===== src/logic/snd_irq_sync.sv =====
`timescale 1ns/1ps

module snd_irq_sync (
    input  logic i_mclk,
    input  logic i_sndcpu_rst,
    input  logic i_snd_int,
    input  logic i_snd_nmi,
    input  logic i_cpu_iorq_n,
    output logic o_cpu_int_n,
    output logic o_cpu_nmi_n
);

    logic [3:0] snd_int_sync;
    logic [1:0] snd_nmi_sync;

    ////////////////////////////////////////
    // INT, held until acknowledge
    ////////////////////////////////////////
    always_ff @(posedge i_mclk) begin
        if (i_sndcpu_rst) begin
            snd_int_sync <= 4'b0000;
        end else begin
            snd_int_sync <= {snd_int_sync[2:0], i_snd_int};
        end
    end

    // IORQ low is the acknowledge cycle
    always_ff @(posedge i_mclk) begin
        if (i_sndcpu_rst || !i_cpu_iorq_n) begin
            o_cpu_int_n <= 1'b1;
        end else if (snd_int_sync[3:2] == 2'b01) begin
            o_cpu_int_n <= 1'b0;
        end
    end

    ////////////////////////////////////////
    // NMI level
    ////////////////////////////////////////
    always_ff @(posedge i_mclk) begin
        if (i_sndcpu_rst) begin
            snd_nmi_sync <= 2'b00;
        end else begin
            snd_nmi_sync <= {snd_nmi_sync[0], i_snd_nmi};
        end
    end

    assign o_cpu_nmi_n = ~snd_nmi_sync[1];

endmodule


===== config.mk =====
export PLATFORM = sky130hd
export DESIGN_NAME = snd_irq_sync
export DESIGN_NICKNAME = d
export VERILOG_FILES = /design/src/logic/snd_irq_sync.sv
export SDC_FILE = /design/constraint.sdc
export NUM_CORES = 1
export LEC_CHECK = 0
export ABC_AREA = 0
export BUFFER_PORTS_ARGS = -buffer_cell sky130_fd_sc_hd__buf_2
export CAP_MARGIN = 20
export CORE_AREA = 2 2 39 41
export CTS_BUF_LIST = sky130_fd_sc_hd__clkbuf_4
export CTS_CLUSTER_DIAMETER = 60
export DETAILED_ROUTE_END_ITERATION = 6
export DIE_AREA = 0 0 41 43
export GPL_ROUTABILITY_DRIVEN = 0
export PLACE_DENSITY_LB_ADDON = 0.1
export SLEW_MARGIN = 40
export SYNTH_ARGS = -nofsm -noshare
export SYNTH_HDL_FRONTEND = slang
export SYNTH_SLANG_ARGS = --single-unit

===== constraint.sdc =====
create_clock -name i_mclk -period 1.2 [get_ports i_mclk]
set_input_delay 0.18 -clock i_mclk [delete_from_list [all_inputs] [get_ports i_mclk]]
set_output_delay 0.18 -clock i_mclk [all_outputs]
set_load 0.005 [all_outputs]

==> flow_summary.json <==
{
  "status": "finished, final reports clean",
  "cts_made_buffers": 3,
  "p_int_mw": 0.401,
  "slew_headroom_pct": 91.9,
  "ys_ff_latch": 7,
  "r2r_setup_slack_ns": 0.38,
  "synthAdderAreaFrac_pct": 0,
  "layout.nets": 33,
  "cts-root-buf": "clkbuf_4",
  "clock_latency_ns": 0.25,
  "synth_compound_area_share_pct": 4.38,
  "synthMuxAreaShare_pct": 0,
  "grt_max_degree": 8,
  "avgViaCountPerCell": 3.19,
  "cts_setup_buffers": 0,
  "netSwitchingFraction_pct": 18.6,
  "cts_resized": 0,
  "avgRoutedWirePerCell_microns": 7.14,
  "track_usage_pct": 5.12,
  "whs_ns": 0.139,
  "crit_fanout": 1,
  "worst_slack_ns": 0.332,
  "synth_top_family_by_area": "simple AND/OR/NAND/NOR gates",
  "synth_xor_xnor_area_share_pct": 0,
  "synthSimpleGateAreaFrac_pct": 21.9,
  "die_area_sq_um": 1760,
  "rsz0062_at_grt": "false",
  "core-area_sq_um": 1380,
  "drive_gt1_share_pct": 37.0,
  "die_h_microns": 43,
  "syn_avg_cell_area_sq_um": 11.8,
  "finalSetupTns_ns": 0,
  "reg2reg_depth": 2,
  "min_from": "i_snd_int",
  "syn-cell-area_sq_um": 200,
  "grt_pass1_vias": 125,
  "h-tree-depth": 1,
  "vias": 137,
  "hold_buffers": 0,
  "hp-class": "primary input to flop",
  "io_pins": 7,
  "setup_viol": 0,
  "power.switching_mw": 0.0919,
  "skew_ns": 0.00200,
  "worstSetupPathType": "flop to output pin",
  "combPwrFrac_pct": 3.7,
  "dr.pass1.iters": 2,
  "post_dp_cell_area_sq_um": 250,
  "worst_slew_pin_slew_ns": 0.121,
  "antennaDiodeCount": 0,
  "critPathRequiredTime_ns": 1.02,
  "pre_cts_slack_ns": 0.403,
  "ys_types": 5,
  "min_to": "snd_int_sync[0]$_SDFF_PP0_",
  "yosysTopAreaCell": "dfxtp_1",
  "instances_no_fill": 43,
  "rr_endpoint": "o_cpu_int_n$_SDFFE_PP1N_",
  "fin_crit_sh_pct": 72.3,
  "synth_nets": 22,
  "portBuffers": 6,
  "startpoint_type": "flop",
  "ant_nets": 0,
  "r2r-start": "snd_int_sync[3]$_SDFF_PP0_",
  "clockPowerShare_pct": 47.1,
  "leakage_nw": 0.119,
  "drt-total-wl_microns": 307,
  "drc": 0,
  "path_clk_slew_ns": 0.05,
  "syn-instance-count": 17,
  "fp-row-count": 14,
  "worstSetupEndpointType": "output pin",
  "yosysWarnings": 0,
  "min_period_ns": 0.868,
  "synth.area.top_cells": "dfxtp_1, nor2b_1, a211o_1",
  "max_freq_mhz": 1150,
  "yosys.area.top_type_share_pct": 70.0,
  "design_area_sq_um": 280,
  "area_growth_pct": 40.0,
  "final_common_cell": "dfxtp_1",
  "power_density_nw_per_um2": 1760,
  "seq_area_frac_synth_pct": 70.0,
  "crit_arrival_ns": 0.69,
  "grt_pass1_wl_microns": 503,
  "drt-initial-drc-count": 5,
  "fin_util_pct": 20.3,
  "die_x_microns": 41,
  "cts_sinks": 7,
  "clockBufferDepth": 2,
  "layout_common_cells": "dfxtp_1, nor2b_1, buf_2",
  "start_util_pct": 14.5,
  "cap_violations": 0,
  "dp_cells": 39,
  "cts_tree": "done",
  "seqPwrFrac_pct": 49.3,
  "drv_slew": 0,
  "power.total_mw": 0.493,
  "final-hold-violation-count": 0,
  "grt-ovfl-total": 0,
  "whs_path_depth": 2,
  "antenna_found_initial": 0,
  "nFillCells": 157,
  "ir_drop_mv": 0.559
}
[final cells by class]
| type | count | area, sq um | share of cell area, % |
|---|---|---|---|
| clock buffer | 4 | 30.0 | 10.7 |
| tap | 16 | 20.0 | 7.14 |
| timing repair buffer | 6 | 30.0 | 10.7 |
| sequential | 7 | 140 | 50.0 |
| multi-input combinational | 8 | 52.6 | 18.7 |
| inverter | 2 | 7.51 | 2.68 |
[power by group through the flow]
stage / sequential (mW) / combinational, mW / clock [mW]
detailed placement: 0.247 / 0.0186 / 0
CTS: 0.243 / 0.0186 / 0.244
finish: 0.243 / 0.0180 / 0.232
global route: 0.243 / 0.0205 / 0.263
floorplan: 0.247 / 0.00734 / 0
global placement: 0.247 / 0.0181 / 0
[critical path, cell delays in order (launching register included)]
cell and delay [ns]:
dfxtp_1 0.30, inv_1 0.03, buf_2 0.11
[registers in the layout (all words and copies together), names as in the netlist]
signal	cells
o_cpu_int_n	1
snd_int_sync	4
snd_nmi_sync	2
[cells by family (layout without fill, tap and decap cells)]
| logic type | after synthesis | in the layout |
|---|---|---|
| compound gates | 1 | 1 |
| buf+inv | 2 | 12 |
| simple gates | 7 | 7 |
| flops | 7 | 7 |
[Yosys cell counts]
library cell	number
dfxtp_1	7
a211o_1	1
nand2b_1	1
inv_1	2
nor2b_1	6
[routing by layer]
| layer | track usage, % | up-vias | wire length, microns |
|---|---|---|---|
| met5 | 0 | - | 0 |
| met4 | 4.00 | 0 | 8 |
| met3 | 7.85 | 2 | 55 |
| met2 | 4.06 | 9 | 105 |
| met1 | 5.47 | 55 | 137 |
| li1 | - | 71 | - |
[how the worst max path moves through the flow]
stage / slack (ns) / from / cells after the start / endpoint
after floorplan: 0.42 / snd_int_sync[3]$_SDFF_PP0_ / 2 / o_cpu_int_n$_SDFFE_PP1N_
after global placement: 0.41 / snd_int_sync[3]$_SDFF_PP0_ / 2 / o_cpu_int_n$_SDFFE_PP1N_
after detailed placement: 0.40 / snd_int_sync[3]$_SDFF_PP0_ / 2 / o_cpu_int_n$_SDFFE_PP1N_
after CTS: 0.32 / snd_nmi_sync[1]$_SDFF_PP0_ / 2 / o_cpu_nmi_n
after global routing: 0.29 / snd_nmi_sync[1]$_SDFF_PP0_ / 2 / o_cpu_nmi_n
final: 0.33 / snd_nmi_sync[1]$_SDFF_PP0_ / 2 / o_cpu_nmi_n
Power figures use the tool's default switching activity.
