==> src/logic/snd_pkg.sv <==
package snd_pkg;

    ////////////////////////////////////////
    // Bus geometry
    ////////////////////////////////////////
    localparam int SND_ADDR_W = 16;
    localparam int SND_DATA_W = 8;
    localparam int RAM_AW     = 14;
    localparam int DMA_AW     = 14;

    ////////////////////////////////////////
    // Memory map
    ////////////////////////////////////////
    localparam logic [2:0] PAGE_RAM_LO = 3'd2;
    localparam logic [2:0] PAGE_RAM_HI = 3'd3;
    localparam logic [2:0] PAGE_IO     = 3'd7;

    // Selects inside the I/O page
    localparam logic [2:0] IO_SNDCODE = 3'd1;
    localparam logic [2:0] IO_DMAEN   = 3'd2;

    // DMA word address lands in the RAM pages
    localparam logic [1:0] DMA_PAGE_PREFIX = 2'b01;

    localparam logic [SND_DATA_W-1:0] OPEN_BUS = 8'hFF;

    ////////////////////////////////////////
    // Address views
    ////////////////////////////////////////
    typedef struct packed {
        logic [2:0]            page;
        logic [SND_ADDR_W-4:0] offset;
    } snd_page_view_t;

    typedef struct packed {
        logic [2:0]            page;
        logic [SND_ADDR_W-7:0] unused;
        logic [2:0]            io_sel;
    } snd_io_view_t;

    typedef union packed {
        snd_page_view_t pg;
        snd_io_view_t   io;
    } snd_addr_u;

    ////////////////////////////////////////
    // Bus cycle and DMA pins
    ////////////////////////////////////////
    typedef struct packed {
        snd_addr_u             addr;
        logic [SND_DATA_W-1:0] wdata;
        logic                  rd_n;
        logic                  wr_n;
        logic                  mreq_n;
        logic                  rfsh_n;
    } snd_bus_req_t;

    typedef struct packed {
        logic [DMA_AW-1:0]     addr;
        logic [SND_DATA_W-1:0] wdata;
        logic                  rnw;
        logic                  lds_n;
        logic                  sndram_cs;
    } dma_port_t;

endpackage
==> src/logic/snd_bus_arbiter.sv <==
`timescale 1ns/1ps

module snd_bus_arbiter
    import snd_pkg::*;
(
    input  logic         i_mclk,
    input  logic         i_sndcpu_rst,
    input  snd_bus_req_t i_cpu_bus,
    input  dma_port_t    i_dma,
    input  logic         i_dma_br,
    input  logic         i_dmaen_wr,
    output snd_bus_req_t o_bus,
    output logic         o_dma_bg_n
);

    logic [1:0]   dma_br_sync;
    logic         dma_en;
    logic         dmaen_wr_z;
    logic         dma_wrrq_n;
    logic         dma_rdrq_n;
    snd_bus_req_t dma_bus;

    ////////////////////////////////////////
    // Request sync, enable latch, grant
    ////////////////////////////////////////
    always_ff @(posedge i_mclk) begin
        if (i_sndcpu_rst) begin
            dma_br_sync <= 2'b00;
            dmaen_wr_z  <= 1'b0;
            dma_en      <= 1'b0;
            o_dma_bg_n  <= 1'b1;
        end else begin
            dma_br_sync <= {dma_br_sync[0], i_dma_br};
            dmaen_wr_z  <= i_dmaen_wr;

            // Latch sets at the end of the enable write cycle
            if (dmaen_wr_z && !i_dmaen_wr) begin
                dma_en <= 1'b1;
            end

            // Grant only between CPU memory cycles
            if (o_dma_bg_n && dma_br_sync[1] && dma_en && i_cpu_bus.mreq_n) begin
                o_dma_bg_n <= 1'b0;
            end else if (!dma_br_sync[1]) begin
                o_dma_bg_n <= 1'b1;
            end
        end
    end

    // Strobes from the main CPU clock domain
    dma_strobe_sync u_strobe_sync (
        .i_mclk      (i_mclk),
        .i_dma_rnw   (i_dma.rnw),
        .i_dma_lds_n (i_dma.lds_n),
        .o_wrrq_n    (dma_wrrq_n),
        .o_rdrq_n    (dma_rdrq_n)
    );

    ////////////////////////////////////////
    // Bus owner mux
    ////////////////////////////////////////
    always_comb begin
        dma_bus.addr   = {DMA_PAGE_PREFIX, i_dma.addr};
        dma_bus.wdata  = i_dma.wdata;
        dma_bus.rd_n   = dma_rdrq_n;
        dma_bus.wr_n   = dma_wrrq_n;
        dma_bus.mreq_n = ~i_dma.sndram_cs;
        dma_bus.rfsh_n = 1'b1;
    end

    assign o_bus = o_dma_bg_n ? i_cpu_bus : dma_bus;

endmodule

==> src/logic/dma_strobe_sync.sv <==
`timescale 1ns/1ps

module dma_strobe_sync (
    input  logic i_mclk,
    input  logic i_dma_rnw,
    input  logic i_dma_lds_n,
    output logic o_wrrq_n,
    output logic o_rdrq_n
);

    // Index 0 is the write strobe, index 1 the read strobe
    logic [1:0]      strobe_n;
    logic [1:0][3:0] strobe_sync;
    logic [1:0]      req_n;

    ////////////////////////////////////////
    // Raw strobes from the 68k bus
    ////////////////////////////////////////
    assign strobe_n[0] = i_dma_rnw | i_dma_lds_n;
    assign strobe_n[1] = ~i_dma_rnw | i_dma_lds_n;

    // Only the strobes cross here
    // address and data settle before the strobe drops
    always_ff @(posedge i_mclk) begin
        for (int i = 0; i < 2; i++) begin
            strobe_sync[i] <= {strobe_sync[i][2:0], strobe_n[i]};

            // Falling edge gives a one-cycle low request
            req_n[i] <= ~(strobe_sync[i][3] & ~strobe_sync[i][2]);
        end
    end

    ////////////////////////////////////////
    // Requests
    ////////////////////////////////////////
    assign o_wrrq_n = req_n[0];
    assign o_rdrq_n = req_n[1];

endmodule

==> config.mk <==
export PLATFORM = sky130hd
export DESIGN_NAME = snd_bus_arbiter
export DESIGN_NICKNAME = d
export VERILOG_FILES = /design/src/logic/snd_pkg.sv /design/src/logic/snd_bus_arbiter.sv /design/src/logic/dma_strobe_sync.sv
export SDC_FILE = /design/constraint.sdc
export NUM_CORES = 1
export LEC_CHECK = 0
export BUFFER_PORTS_ARGS = -buffer_cell sky130_fd_sc_hd__buf_4
export CORE_MARGIN = 2
export CORE_UTILIZATION = 34
export DETAILED_ROUTE_END_ITERATION = 10
export PLACE_DENSITY_LB_ADDON = 0.1
export SYNTH_ARGS = -nofsm -noshare
export SYNTH_HDL_FRONTEND = slang
export SYNTH_SLANG_ARGS = --single-unit
==> constraint.sdc <==
create_clock -name i_mclk -period 1.2 [get_ports i_mclk]
set_input_delay 0.06 -clock i_mclk [delete_from_list [all_inputs] [get_ports i_mclk]]
set_output_delay 0.06 -clock i_mclk [all_outputs]
set_load 0.01 [all_outputs]
==> summary by stage <==
Floorplan
The total core area is 2210 sq um. Once the floorplan was initialized, standard cells occupied 36.0% of the core. The x dimension of the die is 52.4 um. The number of cell rows is 17. The number of ports placed on the die boundary is 86. The die covers 2750 sq um. The floorplan step set the die height to 52.4 um.

Clocking
Clock tree synthesis found a total of 15 sinks. The post-CTS clock slew at the launch and capture registers of the worst setup and hold paths is 0.08 ns. The number of clock buffers added by TritonCTS is 3. The maximum clock path buffer count is 2. The CTS tree is done. The H-tree depth is 1. The tree is rooted in a sky130_fd_sc_hd__clkbuf_4. For the worst-skew pair, the clock arrives at the later sink with an insertion delay of 0.28 ns.

Power and ir drop
For this design the static power due to leakage is 0.000920 uW. The switching component of the power is 264 uW. The design internal power is 932 uW. The combinational share of power is 33.5%.

Total power for the finished layout comes to 1200 uW. IR analysis of the VDD net gives a maximum drop of 776 uV. The power density of the placed cells is 700 nW/um^2. In this run, the clock network consumes 22.5% of the power.

Net switching is 22.1% of the power. Sequential cells account for 44.0% of the total power.

Drt
In the routed design, unresolved DRC markers number 0. For this block, the initial DRC count from the detailed router was 5. The vias per cell is 4.36. The count of nets left with antenna violations after detail routing is 0. The first-pass iteration count of the detailed router is 4.

The mean routed wirelength per cell is 14.4 um. The total vias in the final route is 803. Summed over all layers, the routed wires come to 2.64 mm.

Status
The final reports fail on negative setup slack. The flow ran to the end, but the final reports show violations.

Yosys
By area the synthesized netlist is led by sky130_fd_sc_hd__mux2_4 45%, sky130_fd_sc_hd__dfxtp_1 38%, sky130_fd_sc_hd__nand2b_1 4.7%. After synthesis, flip-flops and latches occupy 37.7% of the total area. Counting every net in the synthesized netlist gives 117. The synthesized flop and latch total is 15.

In this run the cell area of the synthesized design comes to 797 sq um. The area share of the leading cell type in the synthesized netlist is 45.2%. Yosys mapped the design onto 12 distinct sky130hd cell types. The average cell area after synthesis is 13.3 sq um. sky130_fd_sc_hd__mux2_4 takes more of the synthesized area than any other cell. The gate count after technology mapping is 60. The number of warnings issued by yosys is 0.

Finish
The most common library cell in the layout ignoring fill and taps is sky130_fd_sc_hd__buf_4. Of the cells placed in the final design, the portion with a size suffix greater than 1 is 76.9%. The net count of the finished layout is 214. The layout overhead on the synthesized area is 114%.

The finished layout holds 184 standard cells, fillers aside. Leaving out fill and tap cells, the most frequent cells in the layout are 58 x sky130_fd_sc_hd__buf_4, 28 x sky130_fd_sc_hd__buf_6, 24 x sky130_fd_sc_hd__mux2_4, 14 x sky130_fd_sc_hd__dfxtp_1. The fill cell instance count of the final layout is 145. The cell area after layout is 1710 sq um. The repair_antennas step left the layout with diodes totalling 0.

Critical path
At the worst endpoint, the arrival time is 1.27 ns. At the worst endpoint, the required time is 1.14 ns. On the worst path, the slowest cell contributes a delay of 0.40 ns.

By startpoint and endpoint, the worst setup path is classified as reg -> out. The cell family with the largest share of critical-path delay is flip-flops. The highest net fanout along the worst path is 8.

The standard cell with the maximum stage delay on the critical path is sky130_fd_sc_hd__dfxtp_4. The signal on the critical path passes through clkbuf_16 > mux2_4 > buf_6. The kind of end point of the critical path is a primary output. The buffer and inverter count on the worst path is 2. The worst setup path is launched from a flop.

STA
The post-layout worst setup margin is -0.132 ns. Subtracting the final worst setup slack from the clock period gives 1.33 ns. The summed negative setup slack over all endpoints is -2.67 ns. The final count of hold timing violations is 0. The maximum clock skew at final layout is 0.00519 ns.

The final max-slew violation count came to 0. The actual transition at the worst max-transition pin is 0.103 ns. The final clock period utilization by the worst path is 111%.

The peak clock frequency supported by timing is 751 MHz. Setup repair after global routing could not meet its margin everywhere. Measured against its own limit, the worst slew margin works out to 93.1%.

The final setup violation count is 25.

Placement
Detailed placement ended at an HPWL of 1.76 mm. Timing analysis after detailed placement gives a worst setup slack of 0.143 ns. Counting tap cells, the placed design contains a total of 173 instances. In this run the cell area measured after placement is 1470 sq um. Port buffering added 85 buffers. The last weighted congestion value of the routability-driven placer is 0.586.

Job
Across the run, the number of max-cap violations was 0.

GRT
Summed over all layers, the global routing overflow is 0. The number of global-route vias before repair is 718. The number of antenna violations at the first check in global routing is 0.

The aggregate global-route resource usage is 15.6%. The largest net degree at the start of global routing is 18. The first global-routing pass estimated 3.10 mm of wire.

Min path
The worst hold path class is in -> reg.
-- area by class of cell --
cell class              instances  area [sq um]  area share (%)
repair buffers                 95           876            51.3
multi-input cells              40           458            26.8
flip-flops and latches         15           304            17.8
well taps                      28          35.0            2.05
clock buffers                   3          22.5            1.32
inverters                       2          7.51           0.440
clock inverters                 1          5.00           0.293
-- metrics by stage --
| stage | utilization [%] | hold slack (ns) |
|---|---|---|
| floorplan | - | 0.129 |
| global placement | 66.6 | 0.239 |
| detailed placement | 66.6 | 0.245 |
| CTS | 73.1 | 0.00477 |
| global route | 77.2 | 0.0777 |
| finish | 77.2 | 0.0838 |
-- worst min-delay path: stages --
cell,delay [ns]
sky130_fd_sc_hd__buf_4,0.11
sky130_fd_sc_hd__nand2_1,0.05
sky130_fd_sc_hd__a211o_1,0.10
-- layer usage --
metal	vias up	GRT usage, %	share of wire (%)
met5	-	0	0
met4	0	7.69	2.4
met3	6	6.57	11
met2	50	31.7	56
met1	350	12.2	30
li1	397	-	-
-- cell usage after synthesis --
library cell,instances
sky130_fd_sc_hd__buf_6,3
sky130_fd_sc_hd__or2_2,1
sky130_fd_sc_hd__inv_1,2
sky130_fd_sc_hd__and2_1,1
sky130_fd_sc_hd__nand2_1,2
sky130_fd_sc_hd__mux2_4,24
sky130_fd_sc_hd__dfxtp_1,15
sky130_fd_sc_hd__a21oi_1,1
sky130_fd_sc_hd__o21ai_0,1
sky130_fd_sc_hd__nor2b_1,3
sky130_fd_sc_hd__a211o_1,1
sky130_fd_sc_hd__nand2b_1,6
-- what timing repair did --
action                                 in CTS  in global routing
setup endpoints to repair                  27                 28
endpoints found under the hold margin       7                  1
hold buffers                                5                  1
cloned                                      0                  1
setup buffers                               0                  0
resized for setup                          18                 16
pin swaps                                   0                  0
-- state kept, by name, indices dropped and copies added, names as in the netlist --
register and cells:
o_dma_bg_n 1, dma_en 1, dma_br_sync 2, dmaen_wr_z 1, u_strobe_sync.req_n 2, u_strobe_sync.strobe_sync 8
-- cell families after synthesis --
kind of cell	after synthesis	synth area share, %
flip-flops	15	37.7
AND/OR/NAND/NOR	13	9.58
AO/OA/AOI/OAI	3	2.35
multiplexers	24	45.2
buffers and inverters	5	5.18
-- power groups by stage --
stage / combinational [uW] / clock [uW] / sequential (uW)
detailed placement: 338 / 0 / 540
floorplan: 114 / 0 / 538
finish: 401 / 269 / 526
global placement: 332 / 0 / 539
CTS: 375 / 284 / 529
global route: 422 / 323 / 529
-- path summary, 6_finish.rpt --
kind | start | end | slack (ns) | cells past startpoint
max | o_dma_bg_n | o_bus[6] | -0.13 | 3
min | i_cpu_bus[1] | o_dma_bg_n | 0.08 | 3
max reg2reg | o_dma_bg_n | o_dma_bg_n | 0.33 | 2
min reg2reg | u_strobe_sync.strobe_sync[0] | u_strobe_sync.strobe_sync[1] | 0.32 | 0
Note: power is estimated with default switching activity, not from simulation.
