--- src/logic/snd_pkg.sv ---
package snd_pkg;

    ////////////////////////////////////////
    // Bus geometry
    ////////////////////////////////////////
    localparam int SND_ADDR_W = 16;
    localparam int SND_DATA_W = 8;
    localparam int RAM_AW     = 14;
    localparam int DMA_AW     = 14;

    ////////////////////////////////////////
    // Memory map
    ////////////////////////////////////////
    localparam logic [2:0] PAGE_RAM_LO = 3'd2;
    localparam logic [2:0] PAGE_RAM_HI = 3'd3;
    localparam logic [2:0] PAGE_IO     = 3'd7;

    // Selects inside the I/O page
    localparam logic [2:0] IO_SNDCODE = 3'd1;
    localparam logic [2:0] IO_DMAEN   = 3'd2;

    // DMA word address lands in the RAM pages
    localparam logic [1:0] DMA_PAGE_PREFIX = 2'b01;

    localparam logic [SND_DATA_W-1:0] OPEN_BUS = 8'hFF;

    ////////////////////////////////////////
    // Address views
    ////////////////////////////////////////
    typedef struct packed {
        logic [2:0]            page;
        logic [SND_ADDR_W-4:0] offset;
    } snd_page_view_t;

    typedef struct packed {
        logic [2:0]            page;
        logic [SND_ADDR_W-7:0] unused;
        logic [2:0]            io_sel;
    } snd_io_view_t;

    typedef union packed {
        snd_page_view_t pg;
        snd_io_view_t   io;
    } snd_addr_u;

    ////////////////////////////////////////
    // Bus cycle and DMA pins
    ////////////////////////////////////////
    typedef struct packed {
        snd_addr_u             addr;
        logic [SND_DATA_W-1:0] wdata;
        logic                  rd_n;
        logic                  wr_n;
        logic                  mreq_n;
        logic                  rfsh_n;
    } snd_bus_req_t;

    typedef struct packed {
        logic [DMA_AW-1:0]     addr;
        logic [SND_DATA_W-1:0] wdata;
        logic                  rnw;
        logic                  lds_n;
        logic                  sndram_cs;
    } dma_port_t;

endpackage
--- src/logic/snd_addr_decoder.sv ---
`timescale 1ns/1ps

module snd_addr_decoder
    import snd_pkg::*;
(
    input  logic                  i_mclk,
    input  snd_bus_req_t          i_bus,
    input  logic [SND_DATA_W-1:0] i_ram_q,
    input  logic [SND_DATA_W-1:0] i_snd_code,
    output logic                  o_ram_cs,
    output logic                  o_ram_wr,
    output logic                  o_dmaen_wr,
    output logic [SND_DATA_W-1:0] o_rd_data
);

    logic                  mem_acc;
    logic                  io_acc;
    logic                  sndcode_rd;
    logic                  rd_sel_ram;
    logic                  rd_sel_code;
    logic [SND_DATA_W-1:0] code_q;

    ////////////////////////////////////////
    // Region decode
    ////////////////////////////////////////

    // Refresh cycles never select anything
    assign mem_acc = ~i_bus.mreq_n & i_bus.rfsh_n;

    always_comb begin
        o_ram_cs = 1'b0;
        if (mem_acc) begin
            case (i_bus.addr.pg.page)
                PAGE_RAM_LO: o_ram_cs = 1'b1;
                PAGE_RAM_HI: o_ram_cs = 1'b1;
                default:     o_ram_cs = 1'b0;
            endcase
        end
    end

    assign o_ram_wr = o_ram_cs & ~i_bus.wr_n;

    ////////////////////////////////////////
    // I/O page selects
    ////////////////////////////////////////
    assign io_acc = mem_acc && (i_bus.addr.io.page == PAGE_IO);

    always_comb begin
        sndcode_rd = 1'b0;
        o_dmaen_wr = 1'b0;
        if (io_acc) begin
            case (i_bus.addr.io.io_sel)
                IO_SNDCODE: sndcode_rd = 1'b1;
                IO_DMAEN:   o_dmaen_wr = 1'b1;
                default:    ;
            endcase
        end
    end

    ////////////////////////////////////////
    // Read data
    ////////////////////////////////////////

    // Select and code byte line up with the RAM's registered output
    always_ff @(posedge i_mclk) begin
        rd_sel_ram  <= o_ram_cs;
        rd_sel_code <= sndcode_rd;
        code_q      <= i_snd_code;
    end

    // RAM first, then sound code, else open bus
    always_comb begin
        if (rd_sel_ram) begin
            o_rd_data = i_ram_q;
        end else if (rd_sel_code) begin
            o_rd_data = code_q;
        end else begin
            o_rd_data = OPEN_BUS;
        end
    end

endmodule

--- config.mk ---
export PLATFORM = sky130hd
export DESIGN_NAME = snd_addr_decoder
export DESIGN_NICKNAME = d
export VERILOG_FILES = /design/src/logic/snd_pkg.sv /design/src/logic/snd_addr_decoder.sv
export SDC_FILE = /design/constraint.sdc
export NUM_CORES = 1
export LEC_CHECK = 0
export BUFFER_PORTS_ARGS = -buffer_cell sky130_fd_sc_hd__clkbuf_2
export CAP_MARGIN = 20
export CORE_UTILIZATION = 27
export CTS_CLUSTER_DIAMETER = 50
export DETAILED_ROUTE_END_ITERATION = 12
export GPL_TIMING_DRIVEN = 0
export PLACE_DENSITY_LB_ADDON = 0.3
export SYNTH_ARGS = -nofsm -noshare
export SYNTH_HDL_FRONTEND = slang
export SYNTH_SLANG_ARGS = --single-unit
--- constraint.sdc ---
create_clock -name i_mclk -period 0.9 [get_ports i_mclk]
set_input_delay 0.045 -clock i_mclk [delete_from_list [all_inputs] [get_ports i_mclk]]
set_output_delay 0.045 -clock i_mclk [all_outputs]
set_load 0.05 [all_outputs]
==> out/qor.yml, run 1 <==
status:
  outcome: "finished with violations"
  violations: "negative setup slack"
routing:
  ant_nets: 0
  routed_wl_mm: 1.16
  vias: 459
  wl_per_cell_um: 10.9
  drc_errors: 0
  first_pass_iters: 1
  dr.first_iter.drc_count: 0
  vias_per_cell: 4.33
logic_synthesis:
  ys_seq_area_frac: 0.457
  synth_top_area_frac: 0.457
  synth_area_leaders: "dfxtp_1, a2bb2oi_2, inv_1"
  yosysMostFrequentCell: "dfxtp_1"
  syn_avg_cell_area_sq_um: 11.5
  synth.cell_area_sq_um: 438
  yosysTopAreaCell: "dfxtp_1"
  ys_seq_elements: 10
  syn_inst: 38
  synth-edff-count: 0
  synth_commonest_cells: "dfxtp_1, inv_1, a2bb2oi_2"
  syn_nets: 83
  synth_warnings: 0
  synthArstFlopShare: 0
  synth_cell_types: 15
  synth_ff_type: "dfxtp_1"
cells_and_area:
  layout-drive-gt1-share: 0.644
  final_area_sq_um: 896
  diodes: 0
  area_delta_synth_final_pct: 105
  fin_nets: 136
  final_cells: 106
global_route:
  grt_pass1_vias: 486
  grt_pass1_wl_mm: 1.84
  antenna_found_initial: 0
  grt_max_degree: 8
  grt-ovfl-total: 0
  grtUsageTotal: 0.136
pwr:
  powerDensity_nw_per_um2: 1190
  vdd_drop_max_mv: 1.07
  p_leak_nw: 0.445
timing:
  setup_tns_ns: -2.48
  slew_violations: 0
  tightest_slew_ns: 0.253
  setup_ws_ns: -0.324
  fin_crit_sh: 1.36
  hold_viol_final: 0
  max_freq_ghz: 0.817
  setup_viol: 8
  max_slew_margin: 0.829
  rsz0062_at_grt: "true"
  period_minus_slack_ns: 1.22
worst_setup_path:
  critical_path_buf_inv_count: 1
  worstSetupPathType: "flop to output pin"
  cp_slowest_stage_delay_ns: 0.36
  crit_fanout: 7
  cp-start-kind: "flop"
  path_cells: "nand2b_4 > a2bb2oi_2 > buf_8"
  cpLargestDelayFamily: "flip-flops"
  slowest_stage: "dfxtp_4"
  cp.required_ns: 0.85
  arrival_ns: 1.18
  end_kind: "output pin"
place:
  place_area_sq_um: 656
  place_congestion: 0.588
  portBuffers: 36
  dp.cells: 90
  dp_hpwl_um: 770
clock_network:
  cts_root_buf: "clkbuf_4"
  cts.sinks: 10
  clockBufferDepth: 2
  cts_tree: "done"
  numCtsBuffers: 3
  path_clk_slew_ns: 0.06
  htree_levels: 1
floorplan:
  die_width_um: 42.3
  start_util: 0.291
  coreArea_sq_um: 1510
  io_pins: 56
  rows: 14
  die_y_um: 42.3
  die_area_sq_um: 1790
hold_path:
  min_to: "rd_sel_code$_SDFF_PN0_"
  hold_path.class: "primary input to flop"
  holdCritStartpoint: "i_bus[12]"
  whs_path_depth: 2
run:
  drv_cap: 0
## registers in the layout (all words and copies together), names as in the netlist
signal,flops
code_q,8
rd_sel_code,1
rd_sel_ram,1
## worst max path at each step
stage / start / endpoint / slack, ns / cells after the start
after floorplan: rd_sel_ram$_DFF_P_ / o_rd_data[0] / -0.31 / 4
after global routing: rd_sel_ram$_DFF_P_ / o_rd_data[6] / -0.38 / 3
after global placement: rd_sel_ram$_DFF_P_ / o_rd_data[0] / -0.28 / 5
final: rd_sel_ram$_DFF_P_ / o_rd_data[1] / -0.32 / 3
after CTS: rd_sel_ram$_DFF_P_ / o_rd_data[2] / -0.38 / 4
after detailed placement: rd_sel_ram$_DFF_P_ / o_rd_data[1] / -0.30 / 5
## through the flow
step	power, mW	hold slack, ns	worst slack (ns)	util
floorplan	0.558	0.0727	-0.312	-
global placement	0.623	0.148	-0.278	0.435
detailed placement	0.628	0.151	-0.298	0.435
CTS	1.08	0.0546	-0.380	0.586
global route	1.12	0.0627	-0.384	0.595
finish	1.07	0.0704	-0.324	0.595
## where the power goes
group,internal [mW],switching [mW]
clock network,0.245,0.150
logic,0.115,0.0831
registers,0.461,0.0109
total,0.822,0.244
## repair_timing
| item | 4_1_cts | 5_1_grt |
|---|---|---|
| hold buffers | 10 | 0 |
| setup buffers | 4 | 0 |
| pin swaps | 3 | 5 |
| cloned | 0 | 0 |
| hold endpoints to repair | 10 | 0 |
| setup endpoints to repair | 8 | 9 |
| resized for setup | 18 | 11 |
## logic make-up after synthesis
group	after synthesis	synth area share
DFF	10	0.457
buffers and inverters	11	0.137
AOI/OAI and AO/OA	8	0.251
and+or+nand+nor	9	0.154
## layer usage
| layer | part of all wire | wire (um) | track usage |
|---|---|---|---|
| met2 | 0.60 | 691 | 0.274 |
| met1 | 0.35 | 410 | 0.115 |
| met4 | 0 | 0 | 0.0375 |
| met3 | 0.049 | 57 | 0.0647 |
| met5 | 0 | 0 | 0 |
## cell type report
| cell class | count | area (sq um) |
|---|---|---|
| fillers | 131 | 611 |
| repair buffers | 50 | 390 |
| multi-input cells | 17 | 211 |
| flip-flops and latches | 10 | 204 |
| clock buffers | 4 | 36.3 |
| inverters | 9 | 33.8 |
| well taps | 16 | 20.0 |
## placed cells by master, fill, tap and decap left out
cell type / synthesis / final
a21oi_2: 0 / 1
a2bb2oi_2: 7 / 6
a2bb2oi_4: 0 / 1
buf_2: 0 / 1
buf_4: 0 / 4
buf_8: 1 / 8
clkbuf_2: 0 / 27
clkbuf_4: 0 / 3
clkbuf_8: 0 / 1
dfxtp_1: 10 / 9
dfxtp_4: 0 / 1
dlygate4sd3_1: 0 / 10
inv_1: 9 / 9
nand2b_1: 1 / 1
nand2b_4: 1 / 1
nand3b_1: 1 / 1
nand4b_1: 1 / 1
nor2_2: 0 / 1
nor3_2: 0 / 1
nor3b_2: 0 / 1
nor4_2: 0 / 1
nor4b_1: 1 / 1
Power figures use the tool's default switching activity.
==> run 2: changes to the inputs <==
- GPL_TIMING_DRIVEN: 0 -> default
- SLEW_MARGIN: default -> 20
==> out/qor.yml, run 2 (synthesis gave the netlist of run 1 again) <==
clock_network:
  clockBufferDepth: 2  # unchanged
  cts_setup_buffers: 0  # was 4
  cts_tree: "done"  # unchanged
  htree_levels: 1  # unchanged
  numCtsBuffers: 3  # unchanged
  cts_root_buf: "clkbuf_4"  # unchanged
  cts.sinks: 10  # unchanged
  path_clk_slew_ns: 0.06  # about the same
timing:
  setup_viol: 8  # unchanged
  hold_viol_final: 0  # unchanged
  slew_violations: 0  # unchanged
  fin_hold_ws_ns: 0.0675  # was 0.0704 ns
  setup_ws_ns: -0.289  # was -0.324 ns
  setup_tns_ns: -2.19  # was -2.48 ns
  period_minus_slack_ns: 1.19  # was 1.22 ns
  max_freq_ghz: 0.841  # was 0.817 GHz
  fin_crit_sh: 1.32  # was 1.36
  rsz0062_at_grt: "true"  # unchanged
  tightest_slew_ns: 0.274  # was 0.253 ns
  max_slew_margin: 0.818  # was 0.829
routing:
  first_pass_iters: 2  # was 1
  drc_errors: 0  # unchanged
  dr.first_iter.drc_count: 1  # was 0
  wl_per_cell_um: 9.95  # was 10.9 um
  routed_wl_mm: 1.04  # was 1.16 mm
  vias_per_cell: 4.20  # was 4.33
  vias: 437  # was 459
  ant_nets: 0  # unchanged
floorplan:
  coreArea_sq_um: 1510  # unchanged
  die_y_um: 42.3  # unchanged
  die_area_sq_um: 1790  # unchanged
  io_pins: 56  # unchanged
  rows: 14  # unchanged
  start_util: 0.291  # unchanged
  die_width_um: 42.3  # unchanged
cells_and_area:
  regMostFlops: "code_q"  # unchanged
  reg.largest.list: "code_q x8, rd_sel_code x1, rd_sel_ram x1"  # unchanged
  largest_reg_flops: 8  # unchanged
  fillCellCount: 135  # was 131
  final_area_sq_um: 861  # was 896 sq um
  final_common_cell: "clkbuf_2"  # unchanged
  area_delta_synth_final_pct: 96.6  # was 105%
  layout-drive-gt1-share: 0.636  # was 0.644
  final_cell_mix: "clkbuf_2, dlygate4sd3_1, inv_1, dfxtp_1, buf_8"  # unchanged
  fin_nets: 135  # was 136
  diodes: 0  # unchanged
global_route:
  grt_pass1_vias: 454  # was 486
  antenna_found_initial: 0  # unchanged
  grt_pass1_wl_mm: 1.70  # was 1.84 mm
  grt-ovfl-total: 0  # unchanged
  grt_max_degree: 8  # unchanged
  grtUsageTotal: 0.125  # was 0.136
worst_setup_path:
  slowest_stage: "dfxtp_2"  # was dfxtp_4
  arrival_ns: 1.14  # was 1.18 ns
  cpLargestDelayFamily: "flip-flops"  # unchanged
  end_kind: "output pin"  # unchanged
  cp-start-kind: "flop"  # unchanged
  crit_fanout: 7  # unchanged
  critical_path_buf_inv_count: 1  # unchanged
  cp.required_ns: 0.85  # about the same
  cp_slowest_stage_delay_ns: 0.34  # was 0.36 ns
  worstSetupPathType: "flop to output pin"  # unchanged
  path_cells: "nand2b_4 > a2bb2oi_2 > buf_8"  # unchanged
pwr:
  powerDensity_nw_per_um2: 1120  # was 1190 nW/um^2
  p_leak_nw: 0.428  # was 0.445 nW
  fin_total_pwr_uw: 960  # was 1.07 mW
  vdd_drop_max_mv: 0.484  # was 1.07 mV
place:
  dp_hpwl_um: 772  # was 770 um
  post-place-ws_ns: -0.148  # was -0.298 ns
  place_area_sq_um: 652  # was 656 sq um
  portBuffers: 36  # unchanged
  place_congestion: 0.628  # was 0.588
hold_path:
  hold_path.class: "primary input to flop"  # unchanged
run:
  drv_cap: 0  # unchanged
status:
  violations: "negative setup slack"  # unchanged
  outcome: "finished with violations"  # unchanged
[run 2: changes by cell type in the layout (fill, tap and decap cells not counted), sizes merged]
cell / previous run / this run
buf: 13 / 12
clkbuf: 31 / 30
[run 2: per-stage QoR]
step                      utilization  instances
final                           0.571        104
after global routing            0.571        104
after CTS                       0.565        104
after floorplan                     -         38
after global placement          0.433         91
after detailed placement        0.433         91
[run 2: path summary, 6_finish.rpt]
path,start,endpoint,cells after the start
setup / recovery,rd_sel_ram$_DFF_P_,o_rd_data[4],3
hold / removal,i_bus[25],rd_sel_code$_SDFF_PN0_,3
[run 2: layer usage]
layer | up-vias | track usage | part of all wire
li1 | 229 | - | -
met1 | 197 | 0.133 | 0.39
met2 | 11 | 0.231 | 0.56
met3 | 0 | 0.0388 | 0.049
met4 | 0 | 0.0375 | 0
met5 | - | 0 | 0
[run 2: cell type report]
class,count,area [sq um],area share
repair buffers,49,383,0.445
clock buffers,3,22.5,0.0262
multi-input cells,17,200,0.233
flip-flops and latches,10,201,0.234
well taps,16,20.0,0.0233
inverters,9,33.8,0.0392
[run 2: repair_timing]
action / 4_1_cts / 5_1_grt
pin swaps: 2 / 1
setup endpoints to repair: 8 / 9
endpoints found under the hold margin: 10 / 0
hold buffers: 10 / 0
resized for setup: 18 / 9
[run 2: where the power goes]
part / leakage [nW] / internal, mW / switching (mW)
clock: 0.0138 / 0.154 / 0.140
sequential: 0.0842 / 0.463 / 0.00975
combinational: 0.330 / 0.112 / 0.0810
